### src/design/lsu_pkg.sv
package lsu_pkg;

    localparam int DATA_W = 32;  // Data word width
    localparam int TAG_W  = 4;   // Reorder-buffer tag width

    // Loads keep their funct3 codes; stores sit in the spare slots
    typedef enum logic [2:0] {
        LB  = 3'b000,
        LH  = 3'b001,
        LW  = 3'b010,
        SB  = 3'b011,  // Byte store
        LBU = 3'b100,
        LHU = 3'b101,
        SH  = 3'b110,  // Half store
        SW  = 3'b111   // Word store
    } mem_op_e;

endpackage
### src/design/commit_unit.sv
module commit_unit #(
    parameter int ADDR_W = 8
) (
    input  logic                       clk,
    input  logic                       reset,
    input  logic                       cm_req,
    input  lsu_pkg::mem_op_e           cm_op,
    input  logic [ADDR_W-1:0]          cm_addr,
    input  logic [lsu_pkg::DATA_W-1:0] cm_value,
    output logic                       arb_req,
    output logic                       arb_we,
    output lsu_pkg::mem_op_e           arb_op,
    output logic [ADDR_W-1:0]          arb_addr,
    output logic [lsu_pkg::DATA_W-1:0] arb_wdata,
    input  logic                       cm_rvalid,
    input  logic [lsu_pkg::DATA_W-1:0] mem_rdata,
    output logic                       cm_check_done,
    output logic                       cm_exception
);
    import lsu_pkg::*;

    logic              is_store;
    logic [DATA_W-1:0] expect_q;  // Speculative value of the load under check

    always_comb begin
        case (cm_op)
            SB, SH, SW: is_store = 1'b1;
            default:    is_store = 1'b0;
        endcase
    end

    assign arb_req   = cm_req;
    assign arb_we    = is_store;
    assign arb_op    = cm_op;
    assign arb_addr  = cm_addr;
    assign arb_wdata = is_store ? cm_value : '0;  // Only stores carry data

    always_ff @(posedge clk) begin
        if (reset) begin
            expect_q <= '0;
        end else if (cm_req && !is_store) begin
            expect_q <= cm_value;
        end
    end

    // A differing re-read means a store hit the address after the speculative load
    assign cm_check_done = cm_rvalid;
    assign cm_exception  = cm_rvalid && (mem_rdata != expect_q);

endmodule

### config.mk
export PLATFORM = sky130hd
export DESIGN_NAME = commit_unit
export DESIGN_NICKNAME = d
export VERILOG_FILES = /design/src/design/lsu_pkg.sv /design/src/design/commit_unit.sv
export SDC_FILE = /design/constraint.sdc
export NUM_CORES = 1
export LEC_CHECK = 0
export BUFFER_PORTS_ARGS = -buffer_cell sky130_fd_sc_hd__buf_2
export CAP_MARGIN = 30
export CORE_AREA = 4 4 72 74
export DETAILED_ROUTE_END_ITERATION = 6
export DIE_AREA = 0 0 76 78
export PLACE_DENSITY_LB_ADDON = 0.08
export SKIP_LAST_GASP = 1
export SYNTH_ARGS = -nofsm -noshare
export SYNTH_HDL_FRONTEND = slang
export SYNTH_SLANG_ARGS = --single-unit
### constraint.sdc
create_clock -name clk -period 2.6 [get_ports clk]
set_input_delay 0.52 -clock clk [delete_from_list [all_inputs] [get_ports clk]]
set_output_delay 0.52 -clock clk [all_outputs]
set_load 0.01 [all_outputs]
# After elaboration in Yosys (flattened, before gate mapping)
# Cells that the tools add are included.
word_totals:
  reg_bits: 32
  input_bits: 79
  out_inout_bits: 47
  elab_cells: 11
classes:
  eq_ne: 4
  mux: 2
  reduce_logical: 4
ops:
  columns: ["cell", "n"]
  rows:
  - ["$mux 32", 1]
  - ["$ne 32x32->1", 1]
  - ["$eq 3x3->1 const B", 2]
  - ["$eq 3x2->1 const B", 1]
  - ["$reduce_or 3->1", 1]
  - ["$logic_and 1x1->1", 2]
  - ["$logic_not 1->1", 1]
  - ["$mux 1", 1]

# Depth between registers and ports, before layout
depth:
  word_depth: 5
  ltp_mapped: 6

# Worst setup path after synthesis
# No wires, ideal clock.
synth_timing:
  path_kind: "input -> output"
  from: "input mem_rdata[12] in the netlist's numbering"
  to: "output cm_exception"
  arrival_time_ns: 1.149
  t_required_ns: 2.080
  slack_ns: 0.931
  stages: 4
  n_path_buf: 0
  path_cell_list: "xnor2_1 -> nand4_1 -> nor4_1 -> a21boi_0"
synth_via:
  elab_chain_cells: 2
synth_rtl:
  columns: ["element", "line", "rtl"]
  rows:
  - ["start: declaration", "commit_unit.sv:16", "input logic [lsu_pkg::DATA_W-1:0] mem_rdata,"]
  - ["$ne 32x32->1", "commit_unit.sv:48", "assign cm_exception = cm_rvalid && (mem_rdata != expect_q);"]
  - ["$logic_and 1x1->1", "commit_unit.sv:48", null]
  - ["end: declaration", "commit_unit.sv:18", "output logic cm_exception"]
# Every way passes these cells.

# Worst setup path in the final report
layout_timing:
  from: "input mem_rdata[11] in the netlist's numbering"
  to: "output cm_exception"
# The elaborated chain is that of the path after synthesis.

==> out/metrics.yaml <==
status:
  status: "finished clean"
placed_design:
  place_area_um2: 2425
  dp_hpwl_mm: 3.560
  gp_congestion: 0.7655
  dp.cells: 371
  numPortBuffers: 109
  pre_cts_ws_ns: 0.4620
sta:
  hold_slack_ns: 0.4704
  fmax_mhz: 463.6
  relSlewSlack: 0.6593
  finalHoldViolations: 0
  fin_crit_sh: 0.8297
  finalSetupViolCount: 0
  clock_skew_ns: 0
  final.setup.worst_slack_ns: 0.4428
  worst_pin_slew_ns: 0.5110
  setup_tns_ns: 0
  final-max-slew-violation-count: 0
  period_minus_slack_ns: 2.157
  grt_setup_unrepaired: "false"
route:
  drc: 0
  num_vias: 1749
  finalWirelength_mm: 4.752
  drtIter0Drc: 72
  wire_per_inst_um: 12.57
  vias_per_cell: 4.627
  dr.pass1.iters: 4
  drtAntennaViolNets: 0
layout:
  n_fill_cell: 475
  final_common_cell: "buf_2"
  largest_reg_flops: 32
  final_area_um2: 2502
  multi_input_area_um2: 1156
  layout_common_cells: "buf_2, nand2_1, and2_1, xnor2_1, dfxtp_1"
  antenna_cells: 0
  stdcell_count: 378
  layout-drive-gt1-share: 0.5247
  seqCellArea_um2: 640.6
  final_core_util: 0.5442
  fin_nets: 403
  largestRegisters: "expect_q (32)"
  areaGrowthSynthToFinish_pct: 25.16
  top_register: "expect_q"
logic_synthesis:
  ys_ff_latch: 32
  synth_cell_types: 19
  syn_inst: 232
  syn-num-nets: 311
  synth-warning-count: 0
  synthesis.area_um2: 1999
  ys_seq_area_frac: 0.3204
  avgSynthCellArea_um2: 8.618
floorplan:
  num_rows: 25
  core_area_um2: 4598
  start_util: 0.4348
  die_h_um: 78
  ios: 126
  dieArea_um2: 5928
  die_w_um: 76
setup_path:
  cp_max_fo: 1
  startpoint: "mem_rdata[11]"
  worstSetupStartpointType: "primary input"
  timing.rr.start: "expect_q[18]"
  worstPathArrival_ns: 1.64
  required_ns: 2.08
  rr_endpoint: "expect_q[18]"
  reg2regPathDepth: 2
  criticalPathCategory: "primary input to primary output"
  critical_path.endpoint_type: "primary output"
  r2r_slack_ns: 1.97
min_path:
  min_path_type: "primary input to flip-flop"
  hold_depth: 3
  hp-start: "cm_value[20]"
  min_to: "expect_q[20]"
pwr:
  leakagePower_nw: 1.071
  p_total_mw: 1.169
  power.density_nw_per_um2: 467.0
  irDropWorstVdd_v: 0.0002911
cts:
  htreeDepth: 2
  cts.path.max_buffers: 2
  tritoncts: "done"
  cts-resized-gates: 0
  clkTransAtPathRegs_ns: 0.06
  clk_latency_ns: 0.28
  root_buffer: "clkbuf_8"
  hold_buffers: 0
  numCtsBuffers: 5
  clock-sinks: 32
  post_cts_buffers: 0
job:
  drv_cap: 0
global_routing:
  antenna_found_initial: 0
  grt_overflow: 0
  grt_max_degree: 36
  grt_pass1_vias: 1663
  grtUsageTotal: 0.1593
  grt_pass1_wl_mm: 7.638
[layout make-up]
| type | count | share of cell area |
|---|---|---|
| sequential | 32 | 0.2560 |
| multi-input combinational | 174 | 0.4620 |
| clock buffer | 6 | 0.02900 |
| timing repair buffer | 111 | 0.2240 |
| clock inverter | 1 | 0.002000 |
| tap | 54 | 0.02700 |
[report_power, final]
group          internal (mW)  total [mW]  switching [mW]
Combinational          0.138       0.281           0.143
Clock                  0.181       0.353           0.171
Sequential             0.517       0.534          0.0170
Total                  0.837        1.17           0.332
[cell usage after synthesis]
cell type / number / area (um^2)
a21boi_0: 1 / 7.510
a21oi_1: 2 / 10.01
a21oi_2: 30 / 262.8
and2_1: 32 / 200.2
buf_12: 2 / 40.04
buf_2: 4 / 20.02
buf_4: 13 / 97.59
buf_6: 1 / 11.26
buf_8: 1 / 15.01
clkbuf_1: 5 / 18.77
dfxtp_1: 32 / 640.6
nand2_1: 44 / 165.2
nand2_2: 20 / 125.1
nand2b_4: 1 / 13.76
nand4_1: 8 / 50.05
nor2b_4: 1 / 13.76
nor4_1: 2 / 12.51
o21a_4: 1 / 15.01
xnor2_1: 32 / 280.3
[critical path, stage by stage]
cell and delay, ns:
buf_2 0.10, xnor2_1 0.14, nand4_1 0.13, nor4_1 0.43, a21boi_0 0.15, buf_2 0.16
[logic make-up after synthesis]
family,Yosys count,synth area share
AO/OA/AOI/OAI,34,0.1477
XOR/XNOR,32,0.1402
buffers and inverters,26,0.1014
flip-flops,32,0.3204
AND/OR/NAND/NOR,108,0.2904
[layer usage]
layer / track usage / vias up / share of wire
met5: 0 / - / 0
met1: 0.1909 / 760 / 0.43
met2: 0.2534 / 67 / 0.46
met3: 0.06148 / 8 / 0.092
li1: - / 914 / -
met4: 0.06584 / 0 / 0.015
[worst max path at each step]
stage | endpoint | slack, ns | cells past startpoint
after floorplan | cm_exception | 0.93 | 4
after global placement | cm_exception | 0.43 | 6
after detailed placement | cm_exception | 0.46 | 6
after CTS | cm_exception | 0.44 | 5
after global routing | cm_exception | 0.16 | 5
final | cm_exception | 0.44 | 6
Power figures use the tool's default switching activity.
