$ cat src/design/lsu_pkg.sv
package lsu_pkg;

    localparam int DATA_W = 32;  // Data word width
    localparam int TAG_W  = 4;   // Reorder-buffer tag width

    // Loads keep their funct3 codes; stores sit in the spare slots
    typedef enum logic [2:0] {
        LB  = 3'b000,
        LH  = 3'b001,
        LW  = 3'b010,
        SB  = 3'b011,  // Byte store
        LBU = 3'b100,
        LHU = 3'b101,
        SH  = 3'b110,  // Half store
        SW  = 3'b111   // Word store
    } mem_op_e;

endpackage
$ cat src/design/spec_load_unit.sv
module spec_load_unit #(
    parameter int ADDR_W = 8
) (
    input  logic                       clk,
    input  logic                       reset,
    input  logic                       ld_req,
    input  lsu_pkg::mem_op_e           ld_op,
    input  logic [ADDR_W-1:0]          ld_addr,
    input  logic [lsu_pkg::TAG_W-1:0]  ld_tag,
    output logic                       arb_req,
    output lsu_pkg::mem_op_e           arb_op,
    output logic [ADDR_W-1:0]          arb_addr,
    input  logic                       ld_rvalid,
    input  logic [lsu_pkg::DATA_W-1:0] mem_rdata,
    output logic                       ld_done,
    output logic [lsu_pkg::TAG_W-1:0]  ld_done_tag,
    output logic [lsu_pkg::DATA_W-1:0] ld_data
);
    import lsu_pkg::*;

    // One in flight plus two queued fits with room to spare
    localparam int TQ_DEPTH = 4;
    localparam int TQ_PTR_W = $clog2(TQ_DEPTH);

    logic [TAG_W-1:0]    tag_q [TQ_DEPTH];
    logic [TQ_PTR_W-1:0] tag_wr_ptr;
    logic [TQ_PTR_W-1:0] tag_rd_ptr;

    assign arb_req  = ld_req;
    assign arb_op   = ld_op;
    assign arb_addr = ld_addr;

    always_ff @(posedge clk) begin
        if (ld_req) begin
            tag_q[tag_wr_ptr] <= ld_tag;
        end
    end

    always_ff @(posedge clk) begin
        if (reset) begin
            tag_wr_ptr <= '0;
            tag_rd_ptr <= '0;
        end else begin
            if (ld_req) begin
                tag_wr_ptr <= tag_wr_ptr + 1'b1;
            end
            if (ld_rvalid) begin
                tag_rd_ptr <= tag_rd_ptr + 1'b1;  // Oldest tag retires
            end
        end
    end

    assign ld_done     = ld_rvalid;
    assign ld_done_tag = tag_q[tag_rd_ptr];  // Reads return in issue order
    assign ld_data     = mem_rdata;

endmodule

$ cat config.mk
export PLATFORM = sky130hd
export DESIGN_NAME = spec_load_unit
export DESIGN_NICKNAME = d
export VERILOG_FILES = /design/src/design/lsu_pkg.sv /design/src/design/spec_load_unit.sv
export SDC_FILE = /design/constraint.sdc
export NUM_CORES = 1
export LEC_CHECK = 0
export BUFFER_PORTS_ARGS = -buffer_cell sky130_fd_sc_hd__buf_2
export CAP_MARGIN = 0
export CELL_PAD_IN_SITES_DETAIL_PLACEMENT = 1
export CELL_PAD_IN_SITES_GLOBAL_PLACEMENT = 1
export CORE_MARGIN = 3
export CORE_UTILIZATION = 27
export DETAILED_ROUTE_END_ITERATION = 7
export HOLD_SLACK_MARGIN = 0.15
export PLACE_DENSITY_LB_ADDON = 0.05
export SLEW_MARGIN = 20
export SYNTH_ARGS = -nofsm -noshare
export SYNTH_HDL_FRONTEND = slang
export SYNTH_SLANG_ARGS = --single-unit
$ cat constraint.sdc
create_clock -name clk -period 1.2 [get_ports clk]
set_input_delay 0.06 -clock clk [delete_from_list [all_inputs] [get_ports clk]]
set_output_delay 0.06 -clock clk [all_outputs]
set_load 0.01 [all_outputs]
Yosys cells after proc, flatten, opt, wreduce, memory -nomap -nowiden

Memories as Yosys holds them, arrays and structs flattened. A register that Yosys moved wholly into a read port is not among the register bits.
Index checks and enable logic that the tools add are counted.
Widths: inputs -> output; s select.

$add $sub $neg: 2
Multipliers: 0
Divide/modulo/power cells: 0
Order comparisons: 0
Equal/unequal tests: 0
Shift-type cells: 0
Mux-type cells: 4
Bitwise logic cells: 0
Reduce and logical (&&, ||, !) cells: 0

Operators by type and width:

| operator            | count |
|---|---|
| $add 2x1->2 const B | 2 |
| $mux 2              | 2 |
| $mux 1              | 2 |

Flip-flop bits (word level): 4
Latch bits: 0
RAM bits: 16
Memory bits (read-only): 0
Input bits: 51
Logic and storage cells: 9
Memories: 1

Memories:

| memory | words | bits a word | read ports | clocked after Yosys merged registers in | write ports | RTL line             | RTL |
|---|---|---|---|---|---|---|---|
| tag_q  | 4     | 4           | 1          | 1                                       | 1           | spec_load_unit.sv:25 | `logic [TAG_W-1:0] tag_q [TQ_DEPTH];` |

Depth between registers and ports, before layout

Depth after elaboration: 3
Depth in mapped cells: 4

Worst setup path before layout

No wires, ideal clock.

Path type: register to output
Start point: register (tool-made name)
End point: output port ld_done_tag[0] (netlist bit)
Arrival time: 0.999 ns
Data required time: 1.140 ns
Setup slack: 0.141 ns
Stages on the path, launching flop included: 2
Buffers on the path: 0
Cells stage by stage: dfxtp_1 > mux4_1

RTL lines:

| item             | RTL line             | RTL |
|---|---|---|
| end: declaration | spec_load_unit.sv:16 | `output logic [lsu_pkg::TAG_W-1:0] ld_done_tag,` |

==> impl_metrics.toml <==
[outcome]
outcome = "finished with violations"
failed_checks = "negative setup slack"

[die]
die_h_um = 72.4
rows = 23
core_area_um2 = 4120
start_util = 0.289
die_area_um2 = 5240
ioPinCount = 100
die-width_um = 72.4

[detailed_routing]
vias = 711
drtIter0Drc = 27
route.detailed.drc = 0
routed_wl_um = 2440
firstDrtPassIters = 4
wl_per_cell_um = 14.8
ant_nets = 0
vias_per_cell = 4.31

[final_layout]
n_antenna_cell = 0
layout_common_cells = "dlygate4sd3_1, edfxtp_1, buf_2"
num-nets-final = 171
drive_gt1_frac = 0.252
layout_commonest_cell = "dlygate4sd3_1"
syn2layout_area_growth_pct = 29.3

[sta]
final.setup.tns_ps = -780
skew_ps = 0.612
fmax_mhz = 714
setup_violations = 4
drv_slew = 0
period_share = 1.17
setup_slack_ps = -200
period_needed_ps = 1400
rsz0062_at_grt = "true"
worstMarginPinSlew_ps = 234
maxSlewHeadroom = 0.843
hold_viol_final = 0

[worst_setup_path]
critPathRequiredTime_ps = 1140
crit_arrival_ps = 1340
max_stage_delay_ps = 500
path_class = "flop to output pin"
crit_path_max_fanout = 3
path_cells = "buf_6 > mux4_2 > buf_6"
slowest_stage = "mux4_2"
crit_path_frequent_cell = "buf_6"
crit_path_start_kind = "flop"
crit_path_end_kind = "output pin"
reg2reg_from = "tag_wr_ptr[1]$_SDFFE_PP0P_"
cp_top_family = "multiplexers"
critPathBufInv = 2

[power_and_ir_drop]
p_leak_nw = 0.589
powerDensity_nw_per_um2 = 1100
peakVddDrop_uv = 454

[clock_network]
cts-root-buf = "clkbuf_8"
cts_buffers = 3
cts_setup_buffers = 0
htreeDepth = 1
clk_latency_ps = 250
cts_tree = "yes"
clock_sinks = 22
cts_buffer_depth = 2
cts.clk_slew.worst_paths_ps = 70

[placement]
port_buffers = 13
dp_hpwl_um = 1380
gp_congestion = 0.591
pre_cts_slack_ps = 11.5

[logic_synthesis]
yosys_warnings = 0
syn_area_per_cell_um2 = 13.1
synth-simple-area-share = 0.0399
synth_area_leaders = "edfxtp_1, buf_4, dfxtp_1"
muxShareOfSynthArea = 0.0966
synth_xor_xnor_area_share = 0.0147
syn-num-nets = 146
synth_top_area_frac = 0.403
syn_area_um2 = 1190
yosys.area_share.adder = 0.0420
synth.largest_area_cell = "edfxtp_1"
synth_seq_cells = 22
synth_compound_area_frac = 0.0126
ys_seq_area_frac = 0.504
synth_top_family_by_area = "buffers and inverters"
synth.distinct_cells = 13
netlist_instances = 91

[global_route]
grt_pass1_vias = 667
grt_max_degree = 13
grt_pass1_wl_um = 3310
antenna_found_initial = 0
grt_overflow = 0
track_usage = 0.0845

[flow_run]
max_cap_viol_count = 0

[hold_path]
hp-start = "ld_req"
hold_path_class = "input pin to flop"
[metal layers]
| layer | track usage | wire length [um] | share of wire |
|---|---|---|---|
| met1 | 0.0872 | 823 | 0.34 |
| met2 | 0.165 | 1290 | 0.53 |
| met3 | 0.0180 | 297 | 0.12 |
| met4 | 0.0307 | 27 | 0.011 |
| met5 | 0 | 0 | 0 |
[state kept, by name, indices dropped and copies added, names as in the netlist, named ones only]
signal	count
tag_wr_ptr	2
tag_rd_ptr	2
tag_q	16
[report_power, final]
group | internal, mW | switching [mW] | total (mW) | leakage, nW
sequential | 0.861 | 0.0242 | 0.885 | 0.197
combinational | 0.207 | 0.150 | 0.357 | 0.369
clock | 0.228 | 0.224 | 0.451 | 0.0231
total | 1.30 | 0.398 | 1.69 | 0.589
[Yosys cell counts]
master and number:
buf_4 45, edfxtp_1 16, a21bo_2 1, inv_1 2, mux4_1 4, ha_1 4, mux2i_1 1, dfxtp_1 6
a21oi_1 1, nand3b_1 1, and2_1 4, xnor2_1 2, nor2_1 4
[cell type report]
type / instances / area (um^2)
inverters: 2 / 7.51
fillers: 411 / 2570
flip-flops and latches: 22 / 603
multi-input cells: 22 / 234
repair buffers: 65 / 588
clock inverters: 1 / 3.75
well taps: 50 / 62.6
clock buffers: 3 / 41.3
[per-stage QoR]
| stage | util | cell area (um^2) | instances | power [mW] | hold WS, ps |
|---|---|---|---|---|---|
| finish | 0.374 | 1540 | 165 | 1.69 | 148 |
| global route | 0.374 | 1540 | 165 | 1.78 | 175 |
| CTS | 0.372 | 1530 | 165 | 1.71 | 151 |
| detailed placement | 0.244 | 1000 | 112 | 1.07 | 120 |
| global placement | 0.244 | 1000 | 112 | 1.07 | 120 |
| floorplan | - | 1190 | 91 | 1.14 | 132 |
[worst reg2reg max path: stages (launching register included)]
cell,delay (ps)
dfxtp_1,400
inv_1,80
ha_1,170
and2_1,220
[worst paths after layout]
check	slack, ps	to	cells after the start
worst min register to register	550	flop	2
worst min-delay path	150	tag_wr_ptr[0]$_SDFFE_PP0P_	3
worst max-delay path	-200	ld_done_tag[1]	3
worst max register to register	70	tag_q[0][2]$_DFFE_PP_	3
[cell families after synthesis]
| kind of cell | Yosys count |
|---|---|
| XOR/XNOR | 2 |
| flip-flops | 22 |
| AND/OR/NAND/NOR | 9 |
| buffers and inverters | 47 |
| multiplexers | 5 |
| adder cells (fa/ha/maj) | 4 |
| AO/OA/AOI/OAI | 2 |
[what timing repair did]
action,CTS,global route
endpoints found under the setup margin,4,16
resized for setup,6,5
hold buffers,49,0
hold endpoints to repair,65,0
Power figures use the tool's default switching activity.
