[config.mk]
export PLATFORM = sky130hd
export DESIGN_NAME = mem_arbiter
export DESIGN_NICKNAME = d
export VERILOG_FILES = /design/src/design/lsu_pkg.sv /design/src/design/mem_arbiter.sv
export SDC_FILE = /design/constraint.sdc
export NUM_CORES = 1
export LEC_CHECK = 0
export ABC_AREA = 1
export BUFFER_PORTS_ARGS = -buffer_cell sky130_fd_sc_hd__buf_4
export CAP_MARGIN = 20
export CORE_UTILIZATION = 41
export DETAILED_ROUTE_END_ITERATION = 8
export PLACE_DENSITY = 0.79
export SYNTH_ARGS = -nofsm -noshare
export SYNTH_HDL_FRONTEND = slang
export SYNTH_SLANG_ARGS = --single-unit
[constraint.sdc]
create_clock -name clk -period 2.2 [get_ports clk]
set_input_delay 0.44 -clock clk [delete_from_list [all_inputs] [get_ports clk]]
set_output_delay 0.44 -clock clk [all_outputs]
set_load 0.01 [all_outputs]
[src/design/lsu_pkg.sv]
package lsu_pkg;

    localparam int DATA_W = 32;  // Data word width
    localparam int TAG_W  = 4;   // Reorder-buffer tag width

    // Loads keep their funct3 codes; stores sit in the spare slots
    typedef enum logic [2:0] {
        LB  = 3'b000,
        LH  = 3'b001,
        LW  = 3'b010,
        SB  = 3'b011,  // Byte store
        LBU = 3'b100,
        LHU = 3'b101,
        SH  = 3'b110,  // Half store
        SW  = 3'b111   // Word store
    } mem_op_e;

endpackage
[src/design/mem_arbiter.sv]
module mem_arbiter #(
    parameter int ADDR_W = 8
) (
    input  logic                       clk,
    input  logic                       reset,
    input  logic                       ld_req,
    input  lsu_pkg::mem_op_e           ld_op,
    input  logic [ADDR_W-1:0]          ld_addr,
    input  logic                       cm_req,
    input  logic                       cm_we,
    input  lsu_pkg::mem_op_e           cm_op,
    input  logic [ADDR_W-1:0]          cm_addr,
    input  logic [lsu_pkg::DATA_W-1:0] cm_wdata,
    output logic                       ld_rvalid,
    output logic                       cm_rvalid,
    output logic                       mem_en,
    output logic                       mem_we,
    output lsu_pkg::mem_op_e           mem_op,
    output logic [ADDR_W-1:0]          mem_addr,
    output logic [lsu_pkg::DATA_W-1:0] mem_wdata
);
    import lsu_pkg::*;

    localparam int QDEPTH = 2;
    localparam int PTR_W  = $clog2(QDEPTH);
    localparam int CNT_W  = $clog2(QDEPTH + 1);

    mem_op_e           q_op   [QDEPTH];  // Pending load operations
    logic [ADDR_W-1:0] q_addr [QDEPTH];
    logic [PTR_W-1:0]  wr_ptr;
    logic [PTR_W-1:0]  rd_ptr;
    logic [CNT_W-1:0]  q_count;
    logic              q_empty;
    logic              q_issue;
    logic              ld_bypass;
    logic              q_push;

    assign q_empty   = (q_count == '0);
    assign q_issue   = !cm_req && !q_empty;           // Head takes a free port
    assign ld_bypass = ld_req && !cm_req && q_empty;  // Straight to memory
    assign q_push    = ld_req && !ld_bypass;

    // Commit first, then the oldest queued load, then a new load
    always_comb begin
        mem_en    = cm_req || !q_empty || ld_req;
        mem_we    = cm_req && cm_we;
        mem_wdata = cm_wdata;
        if (cm_req) begin
            mem_op   = cm_op;
            mem_addr = cm_addr;
        end else if (!q_empty) begin
            mem_op   = q_op[rd_ptr];
            mem_addr = q_addr[rd_ptr];
        end else begin
            mem_op   = ld_op;
            mem_addr = ld_addr;
        end
    end

    always_ff @(posedge clk) begin
        if (q_push) begin
            q_op[wr_ptr]   <= ld_op;
            q_addr[wr_ptr] <= ld_addr;
        end
    end

    always_ff @(posedge clk) begin
        if (reset) begin
            wr_ptr    <= '0;
            rd_ptr    <= '0;
            q_count   <= '0;
            ld_rvalid <= 1'b0;
            cm_rvalid <= 1'b0;
        end else begin
            if (q_push) begin
                wr_ptr <= wr_ptr + 1'b1;
            end
            if (q_issue) begin
                rd_ptr <= rd_ptr + 1'b1;
            end
            q_count   <= q_count + CNT_W'(q_push) - CNT_W'(q_issue);
            ld_rvalid <= !cm_req && (ld_req || !q_empty);  // Load owned the read
            cm_rvalid <= cm_req && !cm_we;                 // Check read, not a store
        end
    end

endmodule

# Yosys cells after proc, flatten, opt, wreduce, memory -nomap -nowiden
# Memories as Yosys holds them, arrays and structs flattened. A register that Yosys moved wholly into a read port is not among the register bits.
# Index checks and enable logic that the tools add are counted.
# classes
add_sub_neg,4
muxes,10
reduce_logical,15
# op_table
cell,n
2-to-1 mux 8 bit,2
logical AND 1 bit,7
2-to-1 mux 1 bit,6
2-to-1 mux 3 bit,2
logical NOT 1 bit,4
logical OR 1 bit,3
adder 1 bit (second input constant),2
adder 2 x 1 -> 2 bit,1
logical NOT 2 bit,1
subtractor 2 x 1 -> 2 bit,1
# totals
register_bits,6
ramBits,22
in_bits,59
out_inout_bits,47
word_cells,36
mem_count,2
# mem_list
name,depth,width,rd,rd_clocked_by_memory_dff,wr,line_no,text
q_addr,2,8,1,1,1,mem_arbiter.sv:29,logic [ADDR_W-1:0] q_addr [QDEPTH];
q_op,2,3,1,1,1,mem_arbiter.sv:28,mem_op_e q_op [QDEPTH];

# Logic depth before layout (Yosys ltp)
# Gate-level depths: netlist of run 1.
# depth
word_depth,7
ltp_mapped,10
ltp_nobuf,10

# Least setup slack after synthesis of run 1
# Ideal clock, no wire load.
# synth_path
kind,reg-to-reg
start,reg q_count[1]
end,reg q_count[1]
setup_ns,0.115
t_arrival_ns,1.622
required_time_ns,2.085
path_slack_ns,0.463
path_stages_with_launch,10
n_path_buf,1
period_less_slack_ns,1.737
path_cell_list,dfxtp_1 -> nor2_2 -> nor2_4 -> buf_2 -> ha_1 -> inv_1 -> ha_1 -> or2_2 -> a21oi_1 -> nor2_1
# synth_between
elab_cells_between_ends,8
classes_between,add/sub: 2; reduce/logical: 6
# synth_rtl
item,line_no,text
from (decl),mem_arbiter.sv:32,logic [CNT_W-1:0] q_count;
from (signal assigned),mem_arbiter.sv:81,q_count <= q_count + CNT_W'(q_push) - CNT_W'(q_issue);
logical NOT 2 bit,mem_arbiter.sv:38,assign q_empty = (q_count == '0);
logical NOT 1 bit,mem_arbiter.sv:39,assign q_issue = !cm_req && !q_empty;
logical AND 1 bit,mem_arbiter.sv:39,
net q_issue,mem_arbiter.sv:34,logic q_issue;
subtractor 2 x 1 -> 2 bit,mem_arbiter.sv:81,
# The timed path passes the listed nets, and every way through them passes these cells.
# A chain may end at the register's enable or synchronous reset.

==> metrics.txt, run 1 <==
DRT Pass-1 Iters=4; drt drc=0; Die ar.=4060 sq um; DIE WIDTH=63.7 um; final period utilization=0.921; Post-CTS Repair Setup Buffers=0; CORE AREA=3660 sq um; Final Hold Vio Count=0; Post-synth EDFFs=22; I/O Pins=106; initial drt markers=23; Starting Density=0.426; status=complete, no violations; hold_buf cts=0; Clock Pin Slew Worst Setup and Hold Paths=0.06 ns; CP most frequent cell=nand2_1; FMAX=0.493 GHz; CP Cell Sequence=nand2_1 -> o21ai_0 -> nand2_1 -> nand3_1 -> buf_4; CTS tree=done; RSZ-0062 raised after global routing=no; Port-buffer cells=41; number of max-cap violations=0; pwr dens=991 nW/um^2; crit path DAT=1.59 ns; Hold/Removal Path Class=in2reg; initial antenna violation count=0; Mapped Area=1560 sq um; Final Util=0.484; Final nets=253; total track usage=0.153; FFs w/ async S/R, synth=0; CP max stage cell=dfxtp_1; first-pass GRT wire length=4720 um; Post-Place Worst Slack=0.251 ns; vias in the first global route=1,109; H-Tree Depth=2; Main synth FF type=edfxtp_1; grt ovf=0; post-DP HPWL=2130 um; #FFs+latches synth=29; post-route setup slack=0.174 ns; element type at the critical path end=output port; # clock sinks=29; Crit Path Category=reg2out; Syn Nets=239; most frequent cell after synthesis=nand2_1; slew margin rel.=0.569; Synthesis Warnings=0; Worst VDD drop=0.000552 V; largest net degree at the start of global routing=23; DR WL/cell=11.9 um; Layout area overhead=13.6%; final setup fails=0; Final Wtd Congestion=0.814; vias per cell=4.63; crit path time final=2.03 ns; final setup TNS=0 ns; largest area contributor in the netlist=edfxtp_1; antenna-violating nets left=0; critical path startpoint category=register; PostCTS Resize Cnt=0; crit-path max FO=22; number of cell rows=22; sequential-to-total area share from yosys stat=0.513; later-pin clock latency in the skew report=0.28 ns; Die Y=63.7 um; crit-path max cell delay=0.73 ns; Worst Skew=0.00499 ns; top post-synthesis cells by count=nand2_1 (52), buf_4 (32), edfxtp_1 (22); fin. max-slew vios=0; Synth Instances=178; Synth cell types=19; Clock Path Buffers=2; Leakage=0.813 nW; aggregate routed wire length=2870 um; syn_area_per_cell=8.77 sq um; TritonCTS buffer count=5; Inserted Diodes=0; Vias=1,115; slew of the pin with the lowest slew margin=0.646 ns; Filler cells=337; Area contributors post-synth=edfxtp_1 (42%), buf_4 (15%), nand2_1 (13%); WP data required=1.76 ns; Synth top area share=0.423; clk root buf=clkbuf_8; share of layout cells above drive strength 1=0.295
==> stage by stage <==
stage	area, sq um	power [W]	hold slack (ns)	std cells
6_report	1770	0.00176	0.334	241
5_1_grt	1770	0.00188	0.326	241
4_1_cts	1770	0.00177	0.330	241
3_5_place_dp	1680	0.00134	0.484	233
3_3_place_gp	1680	0.00132	0.481	233
2_1_floorplan	1560	0.00116	0.467	178
==> path summary, 6_finish.rpt <==
check | from | end | slack [ns] | cells after the start
setup / recovery | register | mem_addr[4] | 0.17 | 5
hold / removal | cm_we | cm_rvalid | 0.33 | 2
setup reg to reg | q_count[1] | q_count[1] | 0.51 | 9
hold reg to reg | rd_ptr | register | 0.51 | 2
==> cell usage in the layout, fill, tap and decap left out, drive strengths merged <==
master and n:
nand3 13, a21oi 2, clkbuf 6, nor2 9, ha 2, o21ai 11
nand2 53, inv 18, nor3 3, buf 44, dfxtp 7, or2 1
clkinv 2, edfxtp 22
==> kinds of logic after synthesis <==
logic type	after synthesis	synth area share
adder cells (fa/ha/maj)	2	0.0160
AND/OR/NAND/NOR	79	0.213
AO/OA/AOI/OAI	13	0.0417
buffers and inverters	55	0.217
flip-flops	29	0.513
==> worst max-delay path: cells and delay by family (launching register included) <==
family | cells | cell delay (ns)
flops | 1 | 0.73
simple gates | 3 | 0.31
compound gates | 1 | 0.13
buf+inv | 1 | 0.13
==> cell type report <==
class,count,area [sq um],area share
Clock inverter,2,8.76,0.00494
Inverter,18,67.6,0.0381
Timing Repair Buffer,44,330,0.186
Sequential cell,29,801,0.452
Multi-Input combinational cell,94,422,0.238
Tap cell,48,60.1,0.0339
Clock buffer,6,82.6,0.0466
==> per-layer routing <==
layer	share of wire	GRT usage	up-vias
li1	-	-	562
met4	0.048	0.134	0
met3	0.085	0.0489	25
met2	0.46	0.234	41
met5	0	0	-
met1	0.40	0.170	487
==> registers in the layout, summed over array words and instances, names as in the netlist, named ones only <==
name	count
wr_ptr	1
ld_rvalid	1
rd_ptr	1
q_addr	16
q_op	6
cm_rvalid	1
q_count	2
==> power breakdown <==
part	internal [W]	leakage [nW]	switching, W
combinational	0.000260	0.503	0.000323
clock	0.000247	0.0486	0.000185
sequential	0.000679	0.261	0.0000621
total	0.00119	0.813	0.000569
Power figures use the tool's default switching activity.
==> run 2, diff against run 1 <==
--- a/config.mk
+++ b/config.mk
@@ -5,10 +5,10 @@
 export SDC_FILE = /design/constraint.sdc
 export NUM_CORES = 1
 export LEC_CHECK = 0
-export ABC_AREA = 1
 export BUFFER_PORTS_ARGS = -buffer_cell sky130_fd_sc_hd__buf_4
 export CAP_MARGIN = 20
 export CORE_UTILIZATION = 41
+export CTS_CLUSTER_SIZE = 12
 export DETAILED_ROUTE_END_ITERATION = 8
 export PLACE_DENSITY = 0.79
 export SYNTH_ARGS = -nofsm -noshare
==> metrics.txt, run 2 <==
status=complete, no violations; Filler cells=361; Die ar.=4090 sq um; Port-buffer cells=41; Worst VDD drop=0.000555 V; Crit Path Category=reg2out; final cell count without fillers=208; Mapped Area=1570 sq um; clk root buf=clkbuf_8; final period utilization=0.919; DIE WIDTH=64.0 um; drt drc=0; Post-synth EDFFs=22; share of layout cells above drive strength 1=0.319; Register Area=801 sq um; Final nets=220; Die Y=64.0 um; Post-CTS Repair Setup Buffers=0; total track usage=0.177; Starting Density=0.430; largest net degree at the start of global routing=31; commonest non-fill, non-tap cell in the layout=buf_4; Layout area overhead=11.0%; vias in the first global route=1,072; crit path time final=2.02 ns; number of cell rows=22; Syn Nets=209; largest register by flop count=q_addr; top post-synthesis cells by count=buf_4 (35), edfxtp_1 (22), nor2_1 (17); slew of the pin with the lowest slew margin=0.895 ns; grt ovf=0; number of max-cap violations=0; largest area contributor in the netlist=edfxtp_1; element type at the critical path end=output port; Regs by FF count=q_addr (16), q_op (6), q_count (2); Multi-input gate area=477 sq um; H-Tree Depth=2; Synth top area share=0.420; later-pin clock latency in the skew report=0.28 ns; Synth Instances=148; sequential-to-total area share from yosys stat=0.509; Final Wtd Congestion=0.711; DRT Pass-1 Iters=4; #FFs+latches synth=29; CORE AREA=3660 sq um; Hold/Removal Path Class=in2reg; hold_buf cts=0; initial drt markers=19; I/O Pins=106; final setup fails=0; TritonCTS buffer count=5; pwr dens=973 nW/um^2; vias per cell=5.12; Leakage=0.689 nW; Clock Path Buffers=2; Area contributors post-synth=edfxtp_1 (42%), buf_4 (17%), dfxtp_1 (8.9%); Largest register FFs=16; Clock Pin Slew Worst Setup and Hold Paths=0.05 ns; Synth cell types=23; crit path DAT=1.58 ns; FFs w/ async S/R, synth=0; Synthesis Warnings=0; Main synth FF type=edfxtp_1; Worst Skew=0.00805 ns; syn_area_per_cell=10.6 sq um; crit-path max FO=14; first-pass GRT wire length=5280 um; critical path startpoint category=register; antenna-violating nets left=0; aggregate routed wire length=3440 um; Inserted Diodes=0; fin. max-slew vios=0; CTS tree=done; PostCTS Resize Cnt=0; slew margin rel.=0.401; # clock sinks=29; initial antenna violation count=0; most frequent cell after synthesis=buf_4; # placed instances=200; Vias=1,065; FMAX=0.495 GHz; DR WL/cell=16.5 um; Final Hold Vio Count=0; WP data required=1.76 ns; commonest non-fill, non-tap cells in the layout=buf_4 (43), edfxtp_1 (22), nor2_1 (17); RSZ-0062 raised after global routing=no; final setup TNS=0 ns
run 2: critical path: stages, from the launching register on:
cell and delay (ns):
dfxtp_1 0.49, buf_4 0.25, nor2b_1 0.06, a211oi_1 0.24
o31ai_1 0.11, buf_4 0.15
run 2: cell type report:
class | count | share of cell area
clock buffer | 7 | 0.0437
tap | 48 | 0.0344
multi-input combinational | 78 | 0.273
sequential | 29 | 0.458
inverter | 2 | 0.00429
timing repair buffer | 43 | 0.185
clock inverter | 1 | 0.00215
run 2: report_power, final:
group | leakage (nW) | switching [W] | internal, W | total (W)
logic | 0.388 | 0.000311 | 0.000252 | 0.000563
clock network | 0.0399 | 0.000184 | 0.000219 | 0.000404
registers | 0.261 | 0.0000487 | 0.000685 | 0.000734
run 2: final timing paths:
path	start	end	slack, ns	cells after the start
min	cm_we	cm_rvalid	0.33	2
min reg2reg	rd_ptr	register	0.53	2
max reg2reg	q_count[1]	q_count[1]	0.43	9
max	register	mem_addr[0]	0.18	5
run 2: metal layers:
metal  share of wire  GRT usage
met3           0.098     0.0732
met1            0.34      0.171
met2            0.53      0.320
met4           0.031     0.0881
met5               0          0
run 2: logic make-up (layout without fill, tap and decap cells):
logic type	Yosys count	in the layout	share of synthesized area
AO/OA/AOI/OAI	26	26	0.128
adder cells (fa/ha/maj)	2	2	0.0159
flip-flops	29	29	0.509
buffers and inverters	41	53	0.188
AND/OR/NAND/NOR	47	47	0.142
XOR/XNOR	3	3	0.0167
run 2: metrics by stage:
step	utilization	total power [W]	hold slack (ns)	cell area (sq um)	setup slack [ns]
after floorplan	-	0.00118	0.474	1570	0.453
after global placement	0.456	0.00129	0.491	1670	0.289
after detailed placement	0.456	0.00131	0.508	1670	0.171
after CTS	0.477	0.00172	0.321	1750	0.159
after global routing	0.477	0.00181	0.320	1750	0.0221
final	0.477	0.00170	0.329	1750	0.178
==> run 3, diff against run 2 <==
==> constraint.sdc (replaced) <==
create_clock -name clk -period 2.13 [get_ports clk]
set_input_delay 0.426 -clock clk [delete_from_list [all_inputs] [get_ports clk]]
set_output_delay 0.426 -clock clk [all_outputs]
set_load 0.01 [all_outputs]
==> metrics.txt, run 3 (synthesis results as in run 2) <==
status=complete, no violations; Leakage=0.710 nW; GR Layer Usage met3=0.0589; Min Hold Slack=0.308 ns; Regs by FF count=q_addr (16), q_op (6), q_count (2); CP bufs+invs=2; Reg2Reg Setup Slack=0.27 ns; DIE WIDTH=64.0 um; Largest register FFs=16; Final Wtd Congestion=0.727; element type at the critical path end=output port; crit path DAT=1.61 ns; slew margin rel.=0.346; # clock sinks=29; CP most frequent cell=buf_4; largest net degree at the start of global routing=22; aggregate routed wire length=3510 um; final setup TNS=0 ns; Port-buffer cells=41; Vias=1,068; grt ovf=0; number of cell rows=22; commonest non-fill, non-tap cell in the layout=buf_4; Layout area overhead=14.0%; H-Tree Depth=2; PostCTS Resize Cnt=0; hold-critical path depth=2; Top Usage Layer GRT=met2; Final Hold Vio Count=0; Starting Density=0.430; post-DP HPWL=2750 um; Crit path max-delay family=buffers and inverters; slew of the pin with the lowest slew margin=0.978 ns; fin. max-slew vios=0; commonest non-fill, non-tap cells in the layout=buf_4 (43), edfxtp_1 (22), nor2_1 (17); drt drc=0; antenna-violating nets left=0; first-pass GRT wire length=5330 um; Inserted Diodes=0; hold endpoint=cm_rvalid; Min-Delay Startpoint=cm_we; vias per cell=5.11; initial drt markers=36; TritonCTS buffer count=5; total track usage=0.178; RR Startpoint=q_count[1]; Clock Pin Slew Worst Setup and Hold Paths=0.06 ns; clk root buf=clkbuf_8; r2r worst-path depth=9; WP data required=1.70 ns; crit path time final=2.04 ns; Die ar.=4090 sq um; crit-path max FO=10; CP Cell Sequence=nor2_2 -> buf_4 -> a211oi_1 -> o31ai_1 -> buf_4; CP max stage cell=dfxtp_1; Worst VDD drop=0.000536 V; Final nets=221; largest register by flop count=q_addr; Crit Path Category=reg2out; met2 usage=0.320; FMAX=0.490 GHz; final period utilization=0.957; Worst Skew=0.00496 ns; crit-path max cell delay=0.37 ns; Hold/Removal Path Class=in2reg; Clock Path Buffers=2; number of max-cap violations=0; RSZ-0062 raised after global routing=no; share of layout cells above drive strength 1=0.329; hold_buf cts=0; routing usage on met1=0.179; DR WL/cell=16.8 um; initial antenna violation count=0; later-pin clock latency in the skew report=0.28 ns; Post-CTS Repair Setup Buffers=0; critical path startpoint category=register; final setup fails=0; I/O Pins=106; Die Y=64.0 um; DRT Pass-1 Iters=4; vias in the first global route=1,073; CORE AREA=3660 sq um; pwr dens=1060 nW/um^2; CTS tree=done; capturing point of the worst reg2reg path=q_count[1]
[run 3: cell count changes in the layout (fill, tap and decap cells not counted)]
cell and change:
buf_12 +1, bufinv_16 +1, clkbuf_1 -1
[run 3: how the worst max path moves through the flow]
stage,slack (ns),from,end,depth (start not counted)
3_3_place_gp,0.30,cm_req,q_count[1],9
4_1_cts,0.07,q_count[1],mem_addr[0],5
5_1_grt,0.003,q_count[1],mem_addr[0],5
6_report,0.09,q_count[1],mem_addr[0],5
3_5_place_dp,0.20,cm_req,q_count[1],9
2_1_floorplan,0.40,cm_req,q_count[1],9
[run 3: cell type report]
type                            count  area [sq um]
Fill cell                         326          1870
Inverter                            2          7.51
Sequential cell                    29           801
Clock buffer                        6          72.6
Clock inverter                      2          33.8
Tap cell                           48          60.1
Timing Repair Buffer               44           343
Multi-Input combinational cell     78           477
[run 3: where the power goes]
part	internal (W)	total [W]	switching, W
Combinational	0.000277	0.000600	0.000322
Clock	0.000344	0.000539	0.000194
Sequential	0.000707	0.000759	0.0000520
[run 3: metal layers]
metal / up-vias / wire length (um) / part of all wire
li1: 504 / - / -
met1: 480 / 1190 / 0.34
met5: - / 0 / 0
met3: 16 / 358 / 0.10
met4: 0 / 115 / 0.033
met2: 68 / 1850 / 0.53
[run 3: stage by stage]
step | setup slack, ns | total power (W) | util | std cells | area, sq um
final | 0.0909 | 0.00190 | 0.490 | 209 | 1790
after global routing | 0.00348 | 0.00201 | 0.490 | 209 | 1790
after CTS | 0.0704 | 0.00191 | 0.490 | 209 | 1790
after detailed placement | 0.205 | 0.00138 | 0.461 | 201 | 1690
after global placement | 0.296 | 0.00135 | 0.461 | 201 | 1690
after floorplan | 0.397 | 0.00122 | - | 148 | 1570
